===== src/rtl/video_settings.svh =====
`ifndef VIDEO_SETTINGS_SVH
`define VIDEO_SETTINGS_SVH

// plane units and line buffer size
`define NUM_PLANES 2
`define LINE_W 256

// raster counter widths
`define COL_W 9
`define ROW_W 3

// horizontal raster, in pixels
`define H_TOTAL 300
`define H_SYNC_BEG 270
`define H_SYNC_LEN 16

// vertical raster, short frame
`define V_TOTAL 6
`define V_ACTIVE 4
`define V_SYNC_LINE 5

`define PORT_AW 4

`endif


===== src/rtl/video_cfg_pkg.sv =====
`include "video_settings.svh"

package video_cfg_pkg;

  typedef logic [`PORT_AW-1:0] port_addr_t;

  // port map
  localparam port_addr_t PORT_BORDER = 4'd0;
  localparam port_addr_t PORT_PLANE_BASE = 4'd2;

  // control register layout
  localparam int CTRL_EN_BIT = 7;

  typedef struct packed {
    logic [7:0] x_offs;
    logic       enable;
    logic [3:0] palsel;
  } plane_cfg_t;

  // two registers per plane, scroll first
  function automatic port_addr_t scroll_port(int plane);
    return port_addr_t'(PORT_PLANE_BASE + 2 * plane);
  endfunction

  function automatic port_addr_t ctrl_port(int plane);
    return port_addr_t'(PORT_PLANE_BASE + 2 * plane + 1);
  endfunction

endpackage


===== src/rtl/video_pix_pkg.sv =====
package video_pix_pkg;

  // only the low nibble comes from a plane buffer
  typedef logic [7:0] pix_idx_t;

  localparam logic [3:0] PIX_TRANSPARENT = 4'h0;

  typedef struct packed {
    logic [4:0] red;
    logic [4:0] green;
    logic [4:0] blue;
  } rgb15_t;

endpackage


===== src/rtl/video_timing_if.sv =====
`include "video_settings.svh"

interface video_timing_if;

  logic [`COL_W-1:0] col;
  logic [`ROW_W-1:0] row;
  logic              hvpix;
  logic              line_start;

  modport src (
    output col,
    output row,
    output hvpix,
    output line_start
  );

  modport dst (
    input col,
    input row,
    input hvpix,
    input line_start
  );

endinterface


===== src/rtl/video_dpram.sv =====
module video_dpram #(
  parameter type T = logic [7:0],
  parameter int DEPTH = 256
) (
  input  logic                     clk,
  input  logic                     we,
  input  logic [$clog2(DEPTH)-1:0] waddr,
  input  T                         wdata,
  input  logic [$clog2(DEPTH)-1:0] raddr,
  output T                         rdata
);

  T mem [DEPTH];

  // read of an address written in the same cycle returns the old entry
  always_ff @(posedge clk) begin
    if (we) begin
      mem[waddr] <= wdata;
    end
    rdata <= mem[raddr];
  end

endmodule


===== src/rtl/video_plane.sv =====
`include "video_settings.svh"

module video_plane
  import video_cfg_pkg::*;
  import video_pix_pkg::*;
#(
  parameter int PLANE_ID = 0
) (
  input  logic        clk,
  input  logic        rst,
  video_timing_if.dst tim,
  input  plane_cfg_t  cfg,
  input  logic        lb_we,
  input  logic [7:0]  lb_addr,
  input  pix_idx_t    lb_data,
  output pix_idx_t    pix,
  output logic        hit
);

  // priority comes from the position in the mixer's plane array
  if (PLANE_ID >= `NUM_PLANES) begin : g_bad_id
    $error("video_plane: PLANE_ID beyond NUM_PLANES");
  end

  plane_cfg_t cfg_q;
  plane_cfg_t cfg_cur;
  logic [7:0] raddr;
  pix_idx_t   rdata;
  logic       en_d;
  logic       hvpix_d;
  logic [3:0] palsel_d;

  // new config already applies to column 0
  assign cfg_cur = tim.line_start ? cfg : cfg_q;

  // wraps at 256
  assign raddr = tim.col[7:0] + cfg_cur.x_offs;

  always_ff @(posedge clk) begin
    if (rst) begin
      cfg_q <= '0;
      en_d <= 1'b0;
      hvpix_d <= 1'b0;
    end else begin
      if (tim.line_start) begin
        cfg_q <= cfg;
      end
      en_d <= cfg_cur.enable;
      hvpix_d <= tim.hvpix;
    end
  end

  always_ff @(posedge clk) begin
    palsel_d <= cfg_cur.palsel;
  end

  video_dpram #(
    .T     (pix_idx_t),
    .DEPTH (`LINE_W)
  ) i_lbuf (
    .clk   (clk),
    .we    (lb_we),
    .waddr (lb_addr),
    .wdata (lb_data),
    .raddr (raddr),
    .rdata (rdata)
  );

  // aligned with the buffer read
  assign hit = en_d && hvpix_d && (rdata[3:0] != PIX_TRANSPARENT);
  assign pix = {palsel_d, rdata[3:0]};

endmodule


===== src/flat_wrapper.sv =====
// flat-port wrapper written by rule: the top's interface ports become plain ports
module video_plane_flat import video_cfg_pkg::*; import video_pix_pkg::*;
#(
  parameter int PLANE_ID = 0
)
  (clk, rst, cfg, lb_we, lb_addr, lb_data, pix, hit, tim_col, tim_row, tim_hvpix, tim_line_start);
  video_timing_if tim_i ();
  input  logic clk;
  input  logic rst;
  input  plane_cfg_t cfg;
  input  logic lb_we;
  input  logic [7:0] lb_addr;
  input  pix_idx_t lb_data;
  output pix_idx_t pix;
  output logic hit;
  input wire logic [$bits(tim_i.col)-1:0] tim_col;
  input wire logic [$bits(tim_i.row)-1:0] tim_row;
  input wire logic [$bits(tim_i.hvpix)-1:0] tim_hvpix;
  input wire logic [$bits(tim_i.line_start)-1:0] tim_line_start;
  assign tim_i.col = tim_col;
  assign tim_i.row = tim_row;
  assign tim_i.hvpix = tim_hvpix;
  assign tim_i.line_start = tim_line_start;
  video_plane #(.PLANE_ID(PLANE_ID)) u_core (.clk(clk), .rst(rst), .tim(tim_i), .cfg(cfg), .lb_we(lb_we), .lb_addr(lb_addr), .lb_data(lb_data), .pix(pix), .hit(hit));
endmodule

===== config.mk =====
export PLATFORM = sky130hd
export DESIGN_NAME = video_plane_flat
export DESIGN_NICKNAME = d
export VERILOG_FILES = /design/src/rtl/video_cfg_pkg.sv /design/src/rtl/video_pix_pkg.sv /design/src/rtl/video_timing_if.sv /design/src/rtl/video_dpram.sv /design/src/rtl/video_plane.sv /design/src/flat_wrapper.sv
export VERILOG_INCLUDE_DIRS = /design/src /design/src/rtl
export SDC_FILE = /design/constraint.sdc
export NUM_CORES = 1
export LEC_CHECK = 0
export BUFFER_PORTS_ARGS = -buffer_cell sky130_fd_sc_hd__buf_2
export CAP_MARGIN = 20
export CORE_ASPECT_RATIO = 0.9
export CORE_MARGIN = 3
export CORE_UTILIZATION = 65
export DETAILED_ROUTE_END_ITERATION = 12
export HOLD_SLACK_MARGIN = 0.1
export MAX_ROUTING_LAYER = met4
export PLACE_DENSITY = 0.84
export SYNTH_ARGS = -nofsm -noshare
export SYNTH_HDL_FRONTEND = slang
export SYNTH_HIERARCHICAL = 1
export SYNTH_SLANG_ARGS = --single-unit

===== constraint.sdc =====
create_clock -name clk -period 4.7 [get_ports clk]
set_input_delay 0 -clock clk [delete_from_list [all_inputs] [get_ports clk]]
set_output_delay 0 -clock clk [all_outputs]
set_load 0.005 [all_outputs]

======== Word-level counts from Yosys, hierarchy flattened ========
Memory sizes are Yosys's and may differ from the RTL's. A register that Yosys moved wholly into a read port is not among the register bits.
Index checks and enable logic that the tools add are counted.
word-level totals
  register bits after elaboration ......... 18
  memories kept ........................... 1
  logic and storage cells ................. 13
  memory bits (writable) .................. 2048
  output and inout bits ................... 9
  input port bits ......................... 46
operators by class
  add/subtract/negate cells ............... 1
  reduce and logical (&&, ||, !) cells .... 3
  mux-type cells .......................... 3
memory list
  memory             words  bits a word  rd ports  clocked after memory_dff  write ports  RTL line           source
  u_core.i_lbuf.mem  256    8            1         1                         1            video_dpram.sv:13  T mem [DEPTH];
operator list
  operator             count
  $mux W13             1
  $add A8 B8 Y8        1
  $reduce_bool A4 Y1   1
  $logic_and A1 B1 Y1  2
  $mux W1              2

======== Logic depth before layout (Yosys ltp) ========
  word-level depth ........................ 2
  depth in mapped cells ................... 16
  depth with buffers taken out ............ 13

======== Hierarchy ========
The synthesis kept the hierarchy.
modules (own cells, without submodules)
  module       area an instance (µm²)  instances  sequential area each (µm²)  cells an instance
  video_dpram  79556.3                 1          61659.1                     3733
  video_plane  978.4                   1          360.3                       81

======== Least setup slack after synthesis ========
No wires, ideal clock.
  kind .................................... reg-to-reg
  start ................................... register u_core/cfg_q[5] (netlist name)
  end ..................................... register u_core/i_lbuf/rdata[7] (netlist name)
  period minus slack after synthesis ...... 3.442 ns
  slack ................................... 1.258 ns
  arrival ................................. 3.314 ns
  data required time ...................... 4.573 ns
  setup time .............................. 0.127 ns
  cell stages (with the launch flop) ...... 16
  cell sequence ........................... dfxtp_1 > mux2_4 > ha_1 > fa_1 > a21oi_1 > o211ai_1 > a21oi_1 > xnor2_1 > clkbuf_1 > nor3b_1 > clkbuf_1 > o221ai_1 > nand2_1 > a21oi_1 > nor4_1 > nor4_1
RTL lines
  element                 RTL line           source
  from (decl)             video_plane.sv:25  plane_cfg_t cfg_q;
  from (signal assigned)  video_plane.sv:46  cfg_q <= cfg;

==> impl_metrics.py <==
metrics = {
    "status": {
        "run_status": "complete, no violations",
    },
    "finish": {
        "drive_gt1_share_pct": 22.3,
        "final_nets": 2326,
        "area_growth_syn_to_layout_pct": 9.87,
        "fin_util_pct": 72.3,
        "n_fill_cell": 3424,
    },
    "clock_tree": {
        "clkTransAtPathRegs_ns": 0.06,
        "cts_setup_buffers": 0,
        "clock_sinks": 1046,
        "clkLatencyLatePin_ns": 0.67,
        "cts_tree": "done",
        "clock-root-buffer": "clkbuf_16",
        "htreeDepth": 3,
        "cts_resized": 0,
        "clk_path_buf_depth": 3,
        "cts_made_buffers": 95,
    },
    "route": {
        "vias": 22537,
        "firstDrtPassIters": 9,
        "drc": 0,
        "first_iter_violations": 3656,
        "wl_per_cell_um": 31.5,
        "vias_per_cell": 7.02,
        "routed_wl_mm": 101,
        "drt.antenna.violating_nets": 0,
    },
    "pwr": {
        "p_per_area_nw_per_um2": 450,
        "power_leakage_uw": 0.0145,
        "ir_drop_v": 0.000352,
    },
    "worst_setup_path": {
        "arrival_ns": 4.86,
        "cp.required_ns": 5.26,
        "cp_max_fo": 14,
        "critPathCaptureType": "flip-flop",
        "crit_type": "flip-flop to flip-flop",
        "r2r_cells": 11,
        "cp-start-kind": "flip-flop",
    },
    "hold_path": {
        "hold_class": "primary input to flip-flop",
        "hold_depth": 3,
    },
    "grt": {
        "grt.total_usage_pct": 31.5,
        "grt_pass1_vias": 22607,
        "grt-ovfl-total": 0,
        "grt_pass1_wl_mm": 150,
        "antenna_found_initial": 4,
        "grt_max_degree": 149,
    },
    "placed_design": {
        "port_buffers": 46,
        "gp_congestion": 0.915,
        "hpwl_mm": 60.7,
    },
    "timing": {
        "worstMarginPinSlew_ns": 1.20,
        "fin_setup_tns_ns": 0,
        "min_period_ns": 4.30,
        "fin_crit_sh_pct": 91.5,
        "drv_slew": 0,
        "hold_viol": 0,
        "rsz0062_at_grt": "no",
        "max_freq_mhz": 233,
        "skew_ns": 0.0382,
        "relSlewSlack_pct": 19.7,
        "setup_viol_count_final": 0,
    },
    "yosys": {
        "syn-num-nets": 2300,
        "syn_inst": 2246,
        "yosys_warnings": 6,
        "postSynthAreaPerCell_sq_um": 18.8,
        "syn-cell-area_sq_um": 42200,
    },
    "die": {
        "fp.dieH_um": 248,
        "row_count": 88,
        "die_x_um": 275,
        "coreArea_sq_um": 64200,
        "dieArea_sq_um": 68100,
        "ioPinCount": 55,
        "initial_core_util_pct": 65.8,
    },
    "job": {
        "cap_violations": 0,
    },
}
## power breakdown
group	switching, uW	internal (uW)	leakage, uW
registers	48.7	10300	0.00939
clock network	3350	4410	0.00150
logic	1720	1090	0.00363
total	5120	15800	0.0145
## area by class of cell
cell class                 count  area (sq um)  area share (%)
clock buffer                 117          2510            5.41
inverter                       3          11.3          0.0243
sequential                  1046         31200            67.2
tap                          855          1070            2.31
antenna                        6          15.0          0.0324
multi-input combinational    962          9640            20.8
clock inverter                58           583            1.26
timing repair buffer         164          1390            2.99
## state kept, by name (all words and copies together) (netlist names)
register	count
u_core/i_lbuf/mem	1024
u_core/cfg_q	12
u_core/i_lbuf/rdata	4
u_core/palsel_d	4
u_core/en_d	1
u_core/hvpix_d	1
## critical path: stages, from the launching register on
cell and delay [ns]:
dfxtp_1 0.30, mux2_4 0.28, ha_4 0.17, fa_4 0.47, xor2_4 0.55, clkinv_1 0.50
buf_4 0.33, nor2_1 0.34, a22oi_1 0.17, a31oi_1 0.57, nor4_1 0.23, nor4_1 0.26
## layer usage
layer  global-route usage [%]  up-vias  part of all wire [%]
met2                     48.6     1790                    49
li1                         -     8986                     -
met3                     7.62      346                    12
met4                     12.0        0                   4.5
met1                     41.5    11415                    35
met5                        -        -                     0
## per-stage QoR
step / instances / instance area [sq um] / hold slack, ns / worst slack (ns) / power (uW)
after floorplan: 2246 / 42200 / 0.0643 / 1.55 / 12400
after global placement: 2986 / 42900 / 0.232 / 0.686 / 13100
after detailed placement: 2986 / 42900 / 0.223 / 0.572 / 13200
after CTS: 3204 / 46400 / 0.328 / 0.503 / 20900
after global routing: 3208 / 46400 / 0.353 / 0.159 / 21400
final: 3211 / 46400 / 0.372 / 0.400 / 20900
## placed cells by master (no fill, tap or decap), drive strengths merged, types with 33 or more instances in the layout
cell type,count
nand2,33
clkinv,40
a21oi,53
mux4,229
nor2,279
nor2b,38
edfxtp,1024
a22oi,64
mux2i,69
dlygate4sd3,43
clkbuf,117
buf,121
## what timing repair did
action | in CTS | in global routing
endpoints found under the hold margin | 593 | 0
endpoints found under the setup margin | 0 | 0
hold buffers | 43 | 0
## final timing paths
| path | from | endpoint | slack (ns) |
|---|---|---|---|
| min | rst | u_core/cfg_q[2]$_SDFF_PP0_ | 0.37 |
| max | u_core/cfg_q[5]$_SDFF_PP0_ | u_core/i_lbuf/rdata[3]$_DFF_P_ | 0.40 |
| min reg2reg | u_core/cfg_q[1]$_SDFF_PP0_ | u_core/palsel_d[1]$_DFF_P_ | 1.02 |
| max reg2reg | u_core/cfg_q[5]$_SDFF_PP0_ | u_core/i_lbuf/rdata[3]$_DFF_P_ | 0.40 |
No activity file was read; power rests on OpenSTA's default activity.
