[src/rtl/video_settings.svh]
`ifndef VIDEO_SETTINGS_SVH
`define VIDEO_SETTINGS_SVH

// plane units and line buffer size
`define NUM_PLANES 2
`define LINE_W 256

// raster counter widths
`define COL_W 9
`define ROW_W 3

// horizontal raster, in pixels
`define H_TOTAL 300
`define H_SYNC_BEG 270
`define H_SYNC_LEN 16

// vertical raster, short frame
`define V_TOTAL 6
`define V_ACTIVE 4
`define V_SYNC_LINE 5

`define PORT_AW 4

`endif

[src/rtl/video_pix_pkg.sv]
package video_pix_pkg;

  // only the low nibble comes from a plane buffer
  typedef logic [7:0] pix_idx_t;

  localparam logic [3:0] PIX_TRANSPARENT = 4'h0;

  typedef struct packed {
    logic [4:0] red;
    logic [4:0] green;
    logic [4:0] blue;
  } rgb15_t;

endpackage

[src/rtl/video_timing_if.sv]
`include "video_settings.svh"

interface video_timing_if;

  logic [`COL_W-1:0] col;
  logic [`ROW_W-1:0] row;
  logic              hvpix;
  logic              line_start;

  modport src (
    output col,
    output row,
    output hvpix,
    output line_start
  );

  modport dst (
    input col,
    input row,
    input hvpix,
    input line_start
  );

endinterface

[src/rtl/video_dpram.sv]
module video_dpram #(
  parameter type T = logic [7:0],
  parameter int DEPTH = 256
) (
  input  logic                     clk,
  input  logic                     we,
  input  logic [$clog2(DEPTH)-1:0] waddr,
  input  T                         wdata,
  input  logic [$clog2(DEPTH)-1:0] raddr,
  output T                         rdata
);

  T mem [DEPTH];

  // read of an address written in the same cycle returns the old entry
  always_ff @(posedge clk) begin
    if (we) begin
      mem[waddr] <= wdata;
    end
    rdata <= mem[raddr];
  end

endmodule

[src/rtl/video_mix.sv]
`include "video_settings.svh"

module video_mix
  import video_pix_pkg::*;
(
  input  logic                        clk,
  input  logic                        rst,
  video_timing_if.dst                 tim,
  input  pix_idx_t [`NUM_PLANES-1:0]  pix,
  input  logic [`NUM_PLANES-1:0]      hit,
  input  pix_idx_t                    border,
  input  logic                        hsync_in,
  input  logic                        vsync_in,
  input  logic                        cram_we,
  input  logic [7:0]                  cram_addr,
  input  rgb15_t                      cram_data,
  output rgb15_t                      rgb,
  output logic                        hsync,
  output logic                        vsync,
  output logic                        blank
);

  pix_idx_t sel;
  pix_idx_t border_q;
  rgb15_t   cram_rdata;
  logic     hvpix_d1;
  logic     hvpix_d2;
  logic     hs_d1;
  logic     hs_d2;
  logic     vs_d1;
  logic     vs_d2;

  // walk down so the lowest plane wins
  always_comb begin
    sel = border_q;
    for (int i = `NUM_PLANES - 1; i >= 0; i--) begin
      if (hit[i]) begin
        sel = pix[i];
      end
    end
  end

  video_dpram #(
    .T     (rgb15_t),
    .DEPTH (256)
  ) i_cram (
    .clk   (clk),
    .we    (cram_we),
    .waddr (cram_addr),
    .wdata (cram_data),
    .raddr (sel),
    .rdata (cram_rdata)
  );

  // stage 1 planes, stage 2 colour RAM, stage 3 output
  always_ff @(posedge clk) begin
    if (rst) begin
      border_q <= '0;
      hvpix_d1 <= 1'b0;
      hvpix_d2 <= 1'b0;
      hs_d1 <= 1'b0;
      hs_d2 <= 1'b0;
      vs_d1 <= 1'b0;
      vs_d2 <= 1'b0;
      rgb <= '0;
      hsync <= 1'b0;
      vsync <= 1'b0;
      blank <= 1'b0;
    end else begin
      // border held for the whole line, like the plane configs
      if (tim.line_start) begin
        border_q <= border;
      end
      hvpix_d1 <= tim.hvpix;
      hvpix_d2 <= hvpix_d1;
      hs_d1 <= hsync_in;
      hs_d2 <= hs_d1;
      vs_d1 <= vsync_in;
      vs_d2 <= vs_d1;
      rgb <= hvpix_d2 ? cram_rdata : '0;
      hsync <= hs_d2;
      vsync <= vs_d2;
      blank <= !hvpix_d2;
    end
  end

endmodule

[src/flat_wrapper.sv]
// flat-port wrapper written by rule: the top's interface ports become plain ports
module video_mix_flat import video_pix_pkg::*;
  (clk, rst, pix, hit, border, hsync_in, vsync_in, cram_we, cram_addr, cram_data, rgb, hsync, vsync, blank, tim_col, tim_row, tim_hvpix, tim_line_start);
  video_timing_if tim_i ();
  input  logic clk;
  input  logic rst;
  input  pix_idx_t [`NUM_PLANES-1:0] pix;
  input  logic [`NUM_PLANES-1:0] hit;
  input  pix_idx_t border;
  input  logic hsync_in;
  input  logic vsync_in;
  input  logic cram_we;
  input  logic [7:0] cram_addr;
  input  rgb15_t cram_data;
  output rgb15_t rgb;
  output logic hsync;
  output logic vsync;
  output logic blank;
  input wire logic [$bits(tim_i.col)-1:0] tim_col;
  input wire logic [$bits(tim_i.row)-1:0] tim_row;
  input wire logic [$bits(tim_i.hvpix)-1:0] tim_hvpix;
  input wire logic [$bits(tim_i.line_start)-1:0] tim_line_start;
  assign tim_i.col = tim_col;
  assign tim_i.row = tim_row;
  assign tim_i.hvpix = tim_hvpix;
  assign tim_i.line_start = tim_line_start;
  video_mix u_core (.clk(clk), .rst(rst), .tim(tim_i), .pix(pix), .hit(hit), .border(border), .hsync_in(hsync_in), .vsync_in(vsync_in), .cram_we(cram_we), .cram_addr(cram_addr), .cram_data(cram_data), .rgb(rgb), .hsync(hsync), .vsync(vsync), .blank(blank));
endmodule
[config.mk]
export PLATFORM = sky130hd
export DESIGN_NAME = video_mix_flat
export DESIGN_NICKNAME = d
export VERILOG_FILES = /design/src/rtl/video_pix_pkg.sv /design/src/rtl/video_timing_if.sv /design/src/rtl/video_dpram.sv /design/src/rtl/video_mix.sv /design/src/flat_wrapper.sv
export VERILOG_INCLUDE_DIRS = /design/src /design/src/rtl
export SDC_FILE = /design/constraint.sdc
export NUM_CORES = 2
export LEC_CHECK = 0
export CAP_MARGIN = 15
export CORE_MARGIN = 1.5
export CORE_UTILIZATION = 35
export DETAILED_ROUTE_END_ITERATION = 6
export DONT_BUFFER_PORTS = 1
export SYNTH_ARGS = -nofsm -noshare
export SYNTH_HDL_FRONTEND = slang
export SYNTH_SLANG_ARGS = --single-unit
[constraint.sdc]
create_clock -name clk -period 3 [get_ports clk]
set_input_delay 0 -clock clk [delete_from_list [all_inputs] [get_ports clk]]
set_output_delay 0 -clock clk [all_outputs]
set_load 0.01 [all_outputs]
* Word level (Yosys, flattened, before mapping) *
Memory sizes are Yosys's and may differ from the RTL's. A register that Yosys moved wholly into a read port is not among the register bits.
Index checks and enable logic that the tools add are counted.

word-level totals
  logic and storage cells = 21
  RAM bits = 3840
  output and inout bits = 18
  bits in registers = 32
  memories kept = 1

memory list
  memory             depth  width  read ports  clocked after memory_dff  wr ports  line               RTL
  u_core.i_cram.mem  256    15     1           1                         1         video_dpram.sv:13  T mem [DEPTH];

operators by class
  reduce and logical (&&, ||, !) cells = 2
  bitwise gates (word level) = 1
  multiplexer cells = 4

operators with widths
  operator          number
  $mux W8           2
  $mux W1           2
  $reduce_or A2 Y1  1
  $logic_not A1 Y1  1
  $not A1 Y1        1

* Longest topological paths before layout *
  depth after elaboration = 2
  gate-level depth with buffers = 16
  depth with buffers taken out = 8

* Cells and area by module *
From an unflattened synthesis, not the netlist that was laid out.

unflattened totals
  cells, all modules = 6810
  area, all modules = 148710.1 um^2

modules (own cells, without submodules)
  module       cells each  area each (um^2)  instances
  video_dpram  6708        147611.6          1
  video_mix    102         1098.6            1

* Least setup slack after synthesis *
No wires, ideal clock.

  path kind = register to register
  start = register u_core.border_q[0]
  end = register u_core.i_cram.rdata[3] (netlist name)
  required time = 2.880 ns
  path slack = 0.362 ns
  arrival = 2.519 ns
  cell stages (with the launch flop) = 14
  buffers on the path = 5
  path through = dfxtp_1 > mux2_4 > o21a_1 > buf_4 > buf_6 > buf_6 > buf_4 > buf_4 > nand2_1 > nand3_1 > a32oi_1 > o21ai_0 > a311o_1 > o31a_1

on the way
  cells in the longest elaborated chain, start to end = 2

ends and longest elaborated chain
  what                      line             RTL
  start: declaration        video_mix.sv:24  pix_idx_t border_q;
  start signal: assignment  video_mix.sv:72  border_q <= border;
  $mux W8 (2 in series)     video_mix.sv:37  if (hit[i]) begin

No other way between the ends.
A chain may end at the register's enable or synchronous reset.

* Worst setup path after layout *
  start = register u_core.border_q[0]
  end = register u_core.i_cram.rdata[4] (netlist name)

on the way
  cells in the longest elaborated chain, start to end = 2

ends and longest elaborated chain
  what                   line
  $mux W8 (2 in series)  video_mix.sv:37

No other way between the ends.

==> results.yml <==
detailed_routing:
  drt-pass1-iter-count: 6
  finalWirelength_um: 518500
  drc_errors: 0
  route.detailed.vias_per_inst: 5.789
  routedWlPerCell_um: 30.73
  final_antenna_net_count: 0
  drt_iter0_markers: 15200
  detailroute.via_count: 97670
synthesis:
  synth_fp_nets: 9723
  number_of_flops_mapped_to_enable_cells_by_yosys: 3840
  synth_flop_cell: "edfxtp_1"
  synth.top_cell.area_share_pct: 75.47
  post_synth_inst_count: 9655
  yosys.area.top_type: "edfxtp_1"
  synth_area_leaders: "edfxtp_1 (75%), nand2_1 (4.2%), mux4_2 (4.2%)"
  syn-cell-area_mm2: 0.1528
  synth_cell_type_count: 57
  ys_async_sr_fraction_pct: 0
  ys_seq_elements: 3887
  synthesis.area_per_instance_um2: 15.82
  ys_seq_area_share_pct: 76.09
  synthesis.yosys.warnings: 0
timing:
  final_hold_fails: 626
  timing.final.setup_violations: 15
  worst_pin_slew_ns: 1.985
  finalWorstPathRequiredPeriod_ns: 3.559
  finalHoldWorstSlack_ns: -0.6778
  report.final.slew_viol_count: 1131
  grt_setup_unrepaired: "true"
  max_fclk_mhz: 281.0
  fin_skew_ns: 0.04935
  min_period_over_period_pct: 118.6
  layout_setup_ws_ns: -0.5586
  headroom_to_the_max_slew_limit_pct: -32.33
critical_path:
  reg2reg_from: "u_core.border_q[0]$_SDFFE_PP0P_"
  reg2reg_setup_slack_ns: -0.56
  timing.critical_path.fanout_max: 6
  regToRegEndpoint: "u_core.i_cram.rdata[4]$_DFF_P_"
  timing.reg2reg.worst_path_depth: 12
  worst_ep_arrival_time_ns: 4.38
  critPathKind: "register to register"
  cp_data_required_time_ns: 3.82
  cp-start-kind: "register"
  cp-end-kind: "register"
die:
  rows: 242
  initial_utilization_pct: 35.16
  die_area_mm2: 0.4405
  design.core.area_mm2: 0.4345
  die-height_um: 663.7
  die_width_um: 663.7
  boundaryPins: 86
clock_tree:
  max-clock-path-buffers: 4
  clk-insertion-delay-late_ns: 0.99
  ctsRootBufferMaster: "clkbuf_16"
  clock-sinks: 3887
  tritoncts_clock_tree: "done"
  path_clk_slew_ns: 0.06
  cts-htree-levels: 5
  cts_made_buffers: 385
grt:
  grt_pass1_wl_um: 720600
  grt_util_all_layers_pct: 22.70
  number_of_global_route_vias_before_repair: 93410
  grt_start_max_net_pins: 257
  antenna_found_initial: 40
  grt_overflow_total: 0
pwr:
  share_comb_of_total_power_pct: 11.3
  max-vdd-ir-drop_uv: 553.3
  sw_frac_of_total_pct: 24.61
  cellInternalPower_uw: 90520
  seq_power_share_pct: 49.9
  power.switching_uw: 29550
  pwr_density_cell_mw_per_mm2: 648.9
  power.leakage_uw: 0.06191
  part_of_the_total_power_dissipated_in_the_clock_network_pct: 38.7
worst_hold_path:
  hold-path-endpoint: "u_core.i_cram.mem[149][8]$_DFFE_PP_"
  timing.hold.worst.start: "cram_data[8]"
  min_path_cells: 0
  min-delay-path-class: "input port to register"
place:
  numPlacedInstances: 15990
  post-dp-hpwl_um: 311000
  place.gp.congestion: 0.9050
  placement.setup.worst_slack_ns: -0.8755
  buffer_ports.inserted: 0
run_status:
  outcome: "finished with violations"
  failed_checks: "negative hold slack, max-slew violations, negative setup slack"
cells_and_area:
  syn_to_final_growth_pct: 21.10
  layout.cells.most_common: "edfxtp_1"
  final_cell_mix: "edfxtp_1 (3,840), nand2_1 (1,716), buf_4 (1,073), nand3_1 (814), o211ai_1 (452)"
  layout.cells.non_filler: 16870
  post_route_cells_drive_above_1_share_pct: 22.62
  final_core_utilization_pct: 42.58
  layout.nets: 10870
job:
  max_cap_viol_count: 0
power groups by stage:
stage / clock [uW] / combinational, uW / sequential, uW
after floorplan: 0 / 5110 / 61000
final: 46500 / 13600 / 60000
after CTS: 46900 / 12600 / 59900
after global placement: 0 / 11500 / 61100
after detailed placement: 0 / 11600 / 61100
after global routing: 48900 / 13900 / 59900
layout make-up:
class | count | area (um^2)
Antenna cell | 22 | 55.05
Clock buffer | 471 | 10070
Clock inverter | 229 | 1838
Fill cell | 38090 | 249500
Inverter | 163 | 611.8
Multi-Input combinational cell | 4924 | 34200
Sequential cell | 3887 | 116300
Tap cell | 5734 | 7174
Timing Repair Buffer | 1441 | 14830
cells in the mapped netlist, drive strengths merged, types with 3 or more instances:
| library cell | n |
|---|---|
| a2111oi | 26 |
| a211o | 34 |
| a211oi | 64 |
| a21oi | 61 |
| a221o | 10 |
| a221oi | 25 |
| a22o | 18 |
| a22oi | 88 |
| a2bb2oi | 3 |
| a311o | 8 |
| a311oi | 18 |
| a31oi | 132 |
| a32o | 35 |
| a32oi | 156 |
| and2 | 15 |
| and3 | 9 |
| and4 | 6 |
| buf | 308 |
| clkbuf | 373 |
| dfxtp | 47 |
| edfxtp | 3840 |
| inv | 163 |
| mux2 | 148 |
| mux2i | 217 |
| mux4 | 283 |
| nand2 | 1724 |
| nand3 | 828 |
| nand4 | 54 |
| nand4b | 11 |
| nor2 | 292 |
| nor2b | 17 |
| nor3 | 5 |
| nor4 | 4 |
| o2111a | 4 |
| o2111ai | 50 |
| o211a | 63 |
| o211ai | 452 |
| o21a | 9 |
| o21ai | 34 |
| o221ai | 5 |
| o22ai | 3 |
| o31ai | 3 |
state kept, by name, indices dropped and copies added, names as in the netlist:
| register | flops |
|---|---|
| u_core.blank | 1 |
| u_core.border_q | 8 |
| u_core.hs_d1 | 1 |
| u_core.hs_d2 | 1 |
| u_core.hsync | 1 |
| u_core.hvpix_d1 | 1 |
| u_core.hvpix_d2 | 1 |
| u_core.i_cram.mem | 3840 |
| u_core.i_cram.rdata | 15 |
| u_core.rgb | 15 |
| u_core.vs_d1 | 1 |
| u_core.vs_d2 | 1 |
| u_core.vsync | 1 |
kinds of logic (layout without fill, tap and decap cells):
kind of cell	Yosys count	in the layout	share of synthesized area (%)
and+or+nand+nor	2968	2968	8.199
buffers and inverters	844	2304	2.376
other	0	22	0
AOI/OAI and AO/OA	1308	1308	6.651
DFF	3887	3887	76.09
muxes	648	648	6.686
metal layers:
layer | share of wire (%) | wire length [um] | vias to the layer above | GRT usage (%)
met3 | 12 | 61190 | 1083 | 5.184
met5 | 0.024 | 122 | - | 0
met4 | 5.0 | 26150 | 16 | 10.19
met1 | 38 | 198400 | 50000 | 30.91
met2 | 45 | 232600 | 6584 | 34.72
li1 | - | - | 39990 | -
worst max path at each step:
stage,slack [ns],end,startpoint
4_1_cts,-0.44,u_core.i_cram.rdata[4]$_DFF_P_,u_core.border_q[0]$_SDFFE_PP0P_
6_report,-0.56,u_core.i_cram.rdata[4]$_DFF_P_,u_core.border_q[0]$_SDFFE_PP0P_
3_3_place_gp,-0.90,u_core.i_cram.rdata[14]$_DFF_P_,u_core.border_q[2]$_SDFFE_PP0P_
5_1_grt,-0.50,u_core.i_cram.rdata[4]$_DFF_P_,u_core.border_q[0]$_SDFFE_PP0P_
2_1_floorplan,0.36,u_core.i_cram.rdata[3]$_DFF_P_,u_core.border_q[0]$_SDFFE_PP0P_
3_5_place_dp,-0.88,u_core.i_cram.rdata[4]$_DFF_P_,u_core.border_q[2]$_SDFFE_PP0P_
repair_timing:
item | 4_1_cts | 5_1_grt
setup endpoints to repair | 15 | 15
cloned | 9 | 3
hold buffers | 66 | 14
pin swaps | 59 | 41
gates resized for setup | 169 | 89
endpoints found under the hold margin | 6896 | 2560
setup buffers | 52 | 13
worst max-delay path, stage by stage, from the launching register on:
cell and delay, ns:
dfxtp_2 0.34, mux2_8 0.32, o21a_4 0.23, buf_12 0.16
buf_12 0.14, buf_16 0.15, mux4_2 0.42, mux2_4 0.28
a221o_1 0.33, a32o_2 0.27, a2111oi_4 0.49, buf_4 0.23
a41oi_2 0.04
per-stage QoR:
stage	total power [uW]	setup TNS, ns	cell area [um^2]
floorplan	66140	0	152800
global placement	72610	-9.290	169600
detailed placement	72650	-9.427	169600
CTS	119500	-4.631	184000
global route	122800	-5.175	185000
finish	120100	-4.908	185000
Note: power is estimated with default switching activity, not from simulation.
