## src/rtl/video_settings.svh

```systemverilog
`ifndef VIDEO_SETTINGS_SVH
`define VIDEO_SETTINGS_SVH

// plane units and line buffer size
`define NUM_PLANES 2
`define LINE_W 256

// raster counter widths
`define COL_W 9
`define ROW_W 3

// horizontal raster, in pixels
`define H_TOTAL 300
`define H_SYNC_BEG 270
`define H_SYNC_LEN 16

// vertical raster, short frame
`define V_TOTAL 6
`define V_ACTIVE 4
`define V_SYNC_LINE 5

`define PORT_AW 4

`endif

```

## src/rtl/video_cfg_pkg.sv

```systemverilog
`include "video_settings.svh"

package video_cfg_pkg;

  typedef logic [`PORT_AW-1:0] port_addr_t;

  // port map
  localparam port_addr_t PORT_BORDER = 4'd0;
  localparam port_addr_t PORT_PLANE_BASE = 4'd2;

  // control register layout
  localparam int CTRL_EN_BIT = 7;

  typedef struct packed {
    logic [7:0] x_offs;
    logic       enable;
    logic [3:0] palsel;
  } plane_cfg_t;

  // two registers per plane, scroll first
  function automatic port_addr_t scroll_port(int plane);
    return port_addr_t'(PORT_PLANE_BASE + 2 * plane);
  endfunction

  function automatic port_addr_t ctrl_port(int plane);
    return port_addr_t'(PORT_PLANE_BASE + 2 * plane + 1);
  endfunction

endpackage

```

## src/rtl/video_pix_pkg.sv

```systemverilog
package video_pix_pkg;

  // only the low nibble comes from a plane buffer
  typedef logic [7:0] pix_idx_t;

  localparam logic [3:0] PIX_TRANSPARENT = 4'h0;

  typedef struct packed {
    logic [4:0] red;
    logic [4:0] green;
    logic [4:0] blue;
  } rgb15_t;

endpackage

```

## src/rtl/video_ports.sv

```systemverilog
`include "video_settings.svh"

module video_ports
  import video_cfg_pkg::*;
  import video_pix_pkg::*;
(
  input  logic                          clk,
  input  logic                          rst,
  input  logic                          port_wr,
  input  port_addr_t                    port_a,
  input  logic [7:0]                    d,
  input  logic                          lbuf_we,
  input  logic [8:0]                    zma,
  input  logic [15:0]                   zmd,
  output pix_idx_t                      border,
  output plane_cfg_t [`NUM_PLANES-1:0]  cfg,
  output logic [`NUM_PLANES-1:0]        lb_we,
  output logic [7:0]                    lb_addr,
  output pix_idx_t                      lb_data
);

  always_ff @(posedge clk) begin
    if (rst) begin
      border <= '0;
      cfg <= '0;
    end else if (port_wr) begin
      if (port_a == PORT_BORDER) begin
        border <= d;
      end
      for (int i = 0; i < `NUM_PLANES; i++) begin
        if (port_a == scroll_port(i)) begin
          cfg[i].x_offs <= d;
        end
        // enable and palette select share one register
        if (port_a == ctrl_port(i)) begin
          cfg[i].enable <= d[CTRL_EN_BIT];
          cfg[i].palsel <= d[3:0];
        end
      end
    end
  end

  // zma[8] picks the plane buffer
  always_comb begin
    lb_we = '0;
    if (lbuf_we) begin
      lb_we[zma[8]] = 1'b1;
    end
  end

  assign lb_addr = zma[7:0];
  assign lb_data = pix_idx_t'(zmd[7:0]);

endmodule

```

## config.mk

```make
export PLATFORM = sky130hd
export DESIGN_NAME = video_ports
export DESIGN_NICKNAME = d
export VERILOG_FILES = /design/src/rtl/video_cfg_pkg.sv /design/src/rtl/video_pix_pkg.sv /design/src/rtl/video_ports.sv
export VERILOG_INCLUDE_DIRS = /design/src /design/src/rtl
export SDC_FILE = /design/constraint.sdc
export NUM_CORES = 1
export LEC_CHECK = 0
export ABC_CLOCK_PERIOD_IN_PS = 800
export BUFFER_PORTS_ARGS = -buffer_cell sky130_fd_sc_hd__buf_4
export CAP_MARGIN = 20
export CORE_UTILIZATION = 39
export DETAILED_ROUTE_END_ITERATION = 10
export HOLD_SLACK_MARGIN = 0.12
export PLACE_DENSITY = 0.72
export SETUP_SLACK_MARGIN = 0.2
export SLEW_MARGIN = 5
export SYNTH_ARGS = -nofsm -noshare
export SYNTH_HDL_FRONTEND = slang
export SYNTH_SLANG_ARGS = --single-unit
```

## constraint.sdc

```tcl
create_clock -name clk -period 0.8 [get_ports clk]
set_clock_uncertainty 0.1 [all_clocks]
set_input_delay 0.04 -clock clk [delete_from_list [all_inputs] [get_ports clk]]
set_output_delay 0.04 -clock clk [all_outputs]
set_load 0.05 [all_outputs]
```

; ---- After elaboration in Yosys (flattened, before gate mapping)
; Index checks and enable logic that the tools add are counted.
[totals]
out_inout_bits = 52
regBits = 34
inputBits = 41
elab_cells = 23
[classes]
n_reduce_logical = 7
n_mux = 3
magnitude_cmp = 2
n_eq_ne = 4
[op_table]
columns = operator, n
row1 = 2-bit AND reduction, 5
row2 = 4-bit by 2-bit equality test with 1-bit output (second input constant), 2
row3 = 4-bit by 3-bit equality test with 1-bit output (second input constant), 2
row4 = 4-bit zero test, 1
row5 = 1-bit by 2-bit less-than comparator with 1-bit output (second input constant), 1
row6 = 2-bit 2-to-1 mux, 1
row7 = 1-bit demux with 1-bit select, 1
row8 = 1-bit greater-or-equal comparator (second input constant), 1
row9 = 1-bit logical AND, 1
row10 = 1-bit 2-to-1 mux, 1

; ---- Longest topological paths before layout
; Gate-level depths: netlist of the first run.
[depth]
depth_word = 5
mapped_depth = 4
ltp_nobuf = 3

; ---- Worst setup path before layout of the first run
; Ideal clock, no wire load.
[synth_path]
path_kind = register to register
start = register cfg[0] (netlist name)
end = register cfg[0] (netlist bit)
period_less_slack_ns = 0.989
path_buffers = 0
stages_incl_launch_ff = 3
required_ns = 0.628
setup_slack_ns = -0.189
arrival_ns = 0.817
setup_time_ns = 0.072
path_cell_list = dfxtp_1 > nand2b_1 > mux2i_1
[synth_lines]
columns = element, line
row1 = to (decl), video_ports.sv:16  ; output plane_cfg_t [`NUM_PLANES-1:0] cfg,

; ---- Worst setup path after layout of the first run
[layout_path]
start = register cfg[19] (netlist bit)
end = output cfg[19] (netlist bit)
; No word-level cell between the ends.

==> summary.txt, run 1 <==
Clock tree
  • CTS Sinks: 34
  • Worst-Skew Late Latency: 280 ps
  • CTS root buf: clkbuf_8
  • Clk slew on worst S/H paths: 70 ps
  • CTS buffer count: 5
  • H-tree levels: 2
  • CTS tree: built
  • Clock tree buffer depth: 2

Worst setup path
  • Worst path top cell family by delay: flip-flops
  • Cell Chain, Critical Path: buf_8
  • Startpoint types: register
  • Max stage delay cell, worst path: dfxtp_4
  • CP max stage delay: 380 ps
  • CP Max Fanout: 2
  • Worst Path Arrival: 810 ps
  • WP data required: 660 ps
  • Crit. Startpoint: cfg[19]
  • Reg2reg start: cfg[16]
  • CP Buf/Inv Count: 1
  • CP Capture Type: output port
  • Critical path type: register to output port

Detailed routing
  • First-pass DRT Iterations: 4
  • DRT Wirelength: 3.79 mm
  • DR vias: 1,170
  • Drt drc: 0
  • Post-DRT Antenna Nets: 0
  • Iteration-0 DRC Markers: 12
  • Routed WL per cell: 15.5 microns
  • Vias per inst: 4.78

Timing
  • Fin worst setup slack: -147 ps
  • Worst hold margin: -20.0 ps
  • Final worst path period need: 947 ps
  • Final setup fails: 38
  • Slew HR: 82.3%
  • Fmax: 1.06 GHz
  • Final hold vios: 20
  • RSZ-0062 raised after global routing: true
  • Fin crit share: 118%
  • Least-Margin Pin Slew: 265 ps
  • Slew Limit Fails: 0

Global route
  • Vias in the first global route: 1,217
  • Global-route wire length before repair: 5.85 mm
  • Pin count of the biggest net entering global routing: 16
  • Remaining global-route overflow: 0
  • Initial antenna violation count: 0
  • Total global-route track usage: 18.6%

Floorplanning
  • Die width: 65.2 microns
  • Die Area: 0.00425 sq mm
  • I/O Pins: 93
  • Starting density of the core: 41.6%
  • Core Area: 0.00374 sq mm
  • Num rows: 22
  • Die Ht: 65.2 microns

Synth
  • Post-Syn Area: 0.00156 sq mm
  • Post-synth EDFFs: 0
  • Avg Inst Size Synth: 10.8 sq um
  • Synth top area cells: dfxtp_1 (44%), mux2i_1 (22%), nand2b_1 (17%)
  • Cell count after synthesis: 144
  • Post-synth ARST share: 0%
  • Unique masters post-synth: 17
  • Yosys warnings: 0
  • Share of the synthesized area in the top cell type: 43.7%
  • Dominant cell type by area after synthesis: dfxtp_1
  • Post-Syn Nets: 185
  • Main synth FF type: dfxtp_1
  • Register bit total from synthesis: 34
  • Register area share after synthesis: 43.7%

Place
  • DPL Wire Length: 2.67 mm
  • Placed cells: 230
  • Routability cong.: 0.755
  • IO buf count: 52

Min path
  • Hold path start: zma[1]
  • HP Class: input port to output port

Power and ir drop
  • Pwr Density: 1530 mW/mm^2
  • Peak supply drop: 987 uV
  • Leak: 0.00121 uW

Run status
  • Violated checks: negative hold slack, negative setup slack
  • Outcome: complete, but fails checks

Cells and area
  • Share of post-route cells with drive strength above 1: 64.0%
  • Syn-to-layout area delta: 69.3%
  • Footprint of the multi-input gates: 800 sq um
  • NumNets Final: 237
  • Register Area: 808 sq um
  • Ant. Diodes: 0
  • # fillers: 276
  • Fin cells: 245

Run
  • Max-capacitance violation count: 0
-- logic make-up after synthesis --
| family | Yosys count | share of synthesized area [%] |
|---|---|---|
| simple gates | 54 | 24.6 |
| mux | 34 | 21.8 |
| flops | 34 | 43.7 |
| buf+inv | 22 | 9.88 |
-- per-layer routing --
metal	track usage [%]	vias to the layer above	wire, microns
li1	-	562	-
met1	19.5	551	1420
met2	34.7	53	2070
met3	6.94	4	274
met4	4.08	0	30
met5	0	-	0
-- metrics by stage --
step	TNS (ps)	worst slack [ps]	total power, uW	utilization, %	cell area (sq um)
after floorplan	-315	-40.1	2120	-	1710
after global placement	-6270	-239	2100	55.8	2090
after detailed placement	-6870	-297	2100	55.8	2090
after CTS	-4560	-145	4070	68.6	2570
after global routing	-5610	-172	4200	70.5	2640
final	-4320	-147	4030	70.5	2640
-- report_power, final --
part	switching (uW)	internal, uW	total, uW
Combinational	246	261	507
Clock	644	1250	1890
Sequential	21.4	1610	1640
Total	912	3120	4030
-- flip-flops by register name, summed over array words and instances (netlist names) --
name and cells:
border 8, cfg 26
-- cell type report --
type | count | share of cell area [%]
clock buffers | 5 | 2.61
clock inverters | 3 | 2.61
multi-input cells | 88 | 30.3
flip-flops and latches | 34 | 30.6
well taps | 48 | 2.28
repair buffers | 67 | 31.5
-- worst paths after layout --
kind / slack [ps] / endpoint / cells past startpoint
worst min register to register: 400 / border[5] / 2
worst min-delay path: -20 / lb_addr[1] / 0
worst max register to register: -90 / cfg[16] / 4
worst max-delay path: -150 / cfg[19] / 1
-- what timing repair did --
item                                    CTS  global route
pin swaps                                 3             0
endpoints found under the hold margin    49            45
resized for setup                        84             8
gates cloned                              0             0
buffers inserted                          4             3
endpoints found under the setup margin   69            68
-- synth_stat cells, types with 2 or more instances --
cell type	n
and2_1	2
mux2i_1	34
clkbuf_1	4
dfxtp_1	34
buf_4	17
nand2b_1	42
-- layout by cell type (no fill, tap or decap) --
| cell type | n |
|---|---|
| nand4_4 | 1 |
| buf_12 | 2 |
| buf_6 | 11 |
| buf_4 | 19 |
| and2_4 | 2 |
| nor3b_4 | 1 |
| nand3_4 | 2 |
| nand3b_2 | 1 |
| dfxtp_4 | 34 |
| nand2b_4 | 5 |
| nor2b_4 | 2 |
| clkbuf_8 | 5 |
| and3b_2 | 1 |
| mux2i_1 | 34 |
| nand2b_1 | 37 |
| nor2_4 | 1 |
| buf_8 | 35 |
| nand2_2 | 1 |
| clkinv_4 | 1 |
| bufinv_16 | 2 |
Note: power is estimated with default switching activity, not from simulation.
==> run 2, diff against run 1 <==
Settings changed: RECOVER_POWER set to 50.
==> summary.txt, run 2 (synthesis results as in run 1) <==
Place
  • IO buf count: 52
  • Dpl ws: -297 ps
  • DPL Wire Length: 2.67 mm
  • Routability cong.: 0.755

Cells and area
  • # fillers: 277
  • Reg with most FFs: cfg
  • Syn-to-layout area delta: 68.8%
  • Max reg flops: 26
  • Most frequent cells in the layout: nand2b_1 (37), buf_8 (35), mux2i_1 (34), dfxtp_4 (34), buf_4 (18)
  • Core Util, Final: 70.2%
  • Commonest non-fill, non-tap cell in the layout: nand2b_1
  • Share of post-route cells with drive strength above 1: 64.0%
  • Ant. Diodes: 0
  • NumNets Final: 237
  • Largest regs: cfg x26, border x8

Worst setup path
  • CP Capture Type: output port
  • CP Max Fanout: 2
  • Reg-to-reg setup timing slack: -90 ps
  • Reg2reg start: cfg[16]
  • RR Endpoint: cfg[16]
  • Cell Chain, Critical Path: buf_8
  • Max stage delay cell, worst path: dfxtp_4
  • CP Buf/Inv Count: 1
  • R2R depth: 4
  • CP max stage delay: 380 ps
  • WP data required: 660 ps
  • Critical path type: register to output port
  • Startpoint types: register
  • Worst Path Arrival: 810 ps
  • Worst path top cell family by delay: flip-flops

Detailed routing
  • First-pass DRT Iterations: 4
  • Iteration-0 DRC Markers: 12
  • DR vias: 1,170
  • DRT Wirelength: 3.78 mm
  • Vias per inst: 4.78
  • Routed WL per cell: 15.4 microns
  • Drt drc: 0
  • Post-DRT Antenna Nets: 0

Timing
  • Fin crit share: 118%
  • RSZ-0062 raised after global routing: true
  • Fmax: 1.06 GHz
  • Slew Limit Fails: 0
  • Final hold vios: 20
  • Least-Margin Pin Slew: 276 ps
  • Fin worst setup slack: -147 ps
  • Final worst path period need: 947 ps
  • Worst hold margin: -20.0 ps
  • Slew HR: 81.7%
  • Final setup fails: 38

Clock tree
  • CTS Sinks: 34
  • Clock tree buffer depth: 2
  • H-tree levels: 2
  • CTS tree: built
  • Clk slew on worst S/H paths: 70 ps
  • CTS root buf: clkbuf_8
  • CTS buffer count: 5
  • Worst-Skew Late Latency: 280 ps

Floorplanning
  • Die width: 65.2 microns
  • Num rows: 22
  • I/O Pins: 93
  • Core Area: 0.00374 sq mm
  • Starting density of the core: 41.6%
  • Die Ht: 65.2 microns
  • Die Area: 0.00425 sq mm

Power and ir drop
  • Pwr Density: 1530 mW/mm^2
  • Leak: 0.00121 uW
  • Peak supply drop: 987 uV

Run status
  • Outcome: complete, but fails checks
  • Violated checks: negative hold slack, negative setup slack

Run
  • Max-capacitance violation count: 0

Global route
  • Total global-route track usage: 18.6%
  • Global-route wire length before repair: 5.85 mm
  • Remaining global-route overflow: 0
  • Initial antenna violation count: 0
  • Vias in the first global route: 1,217
  • Pin count of the biggest net entering global routing: 16

Min path
  • HP Class: input port to output port
  • WHS Endpoint: lb_addr[1]
  • Hold path start: zma[1]
  • Hold Path Depth: 0
-- run 2: cell count changes in the layout (fill, tap and decap cells not counted), sizes merged --
cell	previous run	this run
buf	67	65
clkbuf	5	7
-- run 2: worst max-delay path by stage --
stage,start,endpoint,slack [ps],cells after the start
finish,cfg[19],cfg[19],-150,1
global route,cfg[19],cfg[19],-170,1
CTS,cfg[13],cfg[13],-140,1
detailed placement,port_a[3],cfg[20],-300,4
global placement,port_a[3],cfg[18],-240,4
floorplan,port_a[2],border[7],-40,4
-- run 2: timing repair --
| action | in CTS | in global routing |
|---|---|---|
| gates resized for setup | 84 | 8 |
| setup buffers | 4 | 3 |
| pin swaps | 3 | 0 |
| hold endpoints to repair | 49 | 45 |
| setup endpoints to repair | 69 | 68 |
-- run 2: per-layer routing --
layer | share of wire, % | global-route usage [%]
met1 | 37 | 19.5
met2 | 55 | 34.7
met3 | 7.2 | 6.94
met4 | 0.79 | 4.08
met5 | 0 | 0
-- run 2: power by group --
part | total (uW) | internal, uW | switching [uW]
Sequential | 1640 | 1610 | 21.4
Combinational | 501 | 256 | 246
Clock | 1890 | 1250 | 644
-- run 2: metrics by stage --
step	TNS (ps)	total power, uW	area, sq um	instances
CTS	-4560	4070	2570	242
detailed placement	-6870	2100	2090	230
floorplan	-315	2120	1710	144
global placement	-6270	2100	2090	230
finish	-4320	4030	2630	245
global route	-5610	4200	2630	245
-- run 2: layout make-up --
cell class	instances	area, sq um	share of cell area [%]
timing repair buffer	67	823	31.3
sequential	34	808	30.7
multi-input combinational	88	800	30.4
clock inverter	3	68.8	2.62
tap	48	60.1	2.28
clock buffer	5	68.8	2.62
==> run 3, diff against run 2 <==
Settings changed: CORE_UTILIZATION 39 to 40, CTS_BUF_LIST set to sky130_fd_sc_hd__clkbuf_8, PLACE_DENSITY 0.72 to 0.74, SETUP_SLACK_MARGIN 0.2 to 0.05.
==> summary.txt, run 3 (synthesis results as in run 1) <==
Clock tree
  • CTS root buf: clkbuf_8
  • Clock tree buffer depth: 2
  • Worst-Skew Late Latency: 280 ps
  • Clk slew on worst S/H paths: 60 ps
  • CTS tree: built
  • H-tree levels: 2
  • CTS Sinks: 34
  • CTS buffer count: 5

Detailed routing
  • Vias per inst: 4.75
  • DRT Wirelength: 3.52 mm
  • First-pass DRT Iterations: 4
  • Iteration-0 DRC Markers: 26
  • Drt drc: 0
  • Post-DRT Antenna Nets: 0
  • Routed WL per cell: 14.2 microns
  • DR vias: 1,179

Timing
  • Worst hold margin: -20.0 ps
  • RSZ-0062 raised after global routing: true
  • Slew HR: 79.4%
  • Fin crit share: 116%
  • Final hold vios: 17
  • Least-Margin Pin Slew: 309 ps
  • Fmax: 1.08 GHz
  • Slew Limit Fails: 0
  • Final setup fails: 40
  • Final worst path period need: 926 ps
  • Fin worst setup slack: -126 ps

Worst setup path
  • CP Capture Type: output port
  • Reg2reg start: cfg[20]
  • CP Max Fanout: 2
  • Worst Path Arrival: 790 ps
  • Reg-to-reg setup timing slack: -10 ps
  • Crit. Startpoint: border[5]
  • CP max stage delay: 350 ps
  • Critical path type: register to output port
  • Startpoint types: register
  • Worst path top cell family by delay: flip-flops
  • WP data required: 660 ps
  • CP Buf/Inv Count: 1
  • Cell Chain, Critical Path: buf_8
  • Max stage delay cell, worst path: dfxtp_2

Global route
  • GR Util met3: 7.14%
  • Pin count of the biggest net entering global routing: 28
  • GRT Max-Usage Layer: met2
  • Initial antenna violation count: 0
  • Met1 Use GR: 18.7%
  • Vias in the first global route: 1,209
  • Met2 GRT Util: 34.1%
  • Total global-route track usage: 18.2%
  • Remaining global-route overflow: 0
  • Global-route wire length before repair: 5.63 mm

Place
  • IO buf count: 52
  • Placed inst area: 0.00206 sq mm
  • Routability cong.: 0.747
  • DPL Wire Length: 2.64 mm
  • Placed cells: 232

Cells and area
  • Final Cell Area: 0.00253 sq mm
  • Max reg flops: 26
  • Ant. Diodes: 0
  • Commonest non-fill, non-tap cell in the layout: nand2b_1
  • Share of post-route cells with drive strength above 1: 61.0%
  • NumNets Final: 240
  • Reg with most FFs: cfg
  • Syn-to-layout area delta: 62.6%
  • Fin cells: 248
  • # fillers: 281
  • Most frequent cells in the layout: nand2b_1 (39), mux2i_1 (34), buf_8 (33), dfxtp_4 (25), buf_4 (23)
  • Largest regs: cfg x26, border x8

Power and ir drop
  • Pwr Density: 1430 mW/mm^2
  • Leak: 0.00118 uW
  • Peak supply drop: 1240 uV

Min path
  • Hold path start: zmd[1]
  • HP Class: input port to output port

Floorplanning
  • Num rows: 22
  • I/O Pins: 93
  • Die Area: 0.00415 sq mm
  • Starting density of the core: 42.2%
  • Die Ht: 64.4 microns
  • Die width: 64.4 microns
  • Core Area: 0.00369 sq mm

Run status
  • Violated checks: negative hold slack, negative setup slack
  • Outcome: complete, but fails checks

Run
  • Max-capacitance violation count: 0
-- run 3: cell count changes in the layout (fill, tap and decap cells not counted), sizes merged --
cell,change
inv,+2
bufinv,-1
buf,+2
clkbuf,+1
clkinv,-1
-- run 3: area by class of cell --
type / instances / area, sq um / area share, %
Multi-Input combinational cell: 88 / 766 / 30.2
Tap cell: 48 / 60.1 / 2.37
Timing Repair Buffer: 70 / 815 / 32.2
Clock inverter: 3 / 37.5 / 1.48
Sequential cell: 34 / 786 / 31.0
Clock buffer: 5 / 68.8 / 2.72
-- run 3: per-layer routing --
layer	vias to the layer above	share of wire [%]	wire length, microns
li1	566	-	-
met1	554	37	1320
met2	52	54	1900
met3	7	7.1	250
met4	0	1.4	51
met5	-	0	0
-- run 3: path summary, 6_finish.rpt --
kind,endpoint,cells after the start
worst max-delay path,border[5],1
worst min-delay path,lb_data[1],0
worst max register to register,cfg[20],3
worst min register to register,border[4],2
-- run 3: metrics by stage --
stage / worst slack [ps] / total power (uW) / util (%) / TNS [ps] / hold WS (ps)
after floorplan: -40.2 / 2140 / - / -349 / 75.2
after global placement: -251 / 2120 / 56.0 / -6430 / -19.7
after detailed placement: -308 / 2130 / 56.0 / -7400 / -19.7
after CTS: -132 / 3670 / 67.0 / -4200 / -19.7
after global routing: -157 / 3790 / 68.7 / -5310 / -19.9
final: -126 / 3630 / 68.7 / -4030 / -20.0
-- run 3: report_power, final --
group	switching [uW]	internal [uW]
clock network	589	906
registers	21.0	1640
logic	233	240
total	843	2790
-- run 3: repair_timing --
item,4_1_cts,5_1_grt
endpoints found under the hold margin,49,45
pin swaps,0,2
setup buffers,4,4
setup endpoints to repair,40,53
gates resized for setup,71,12
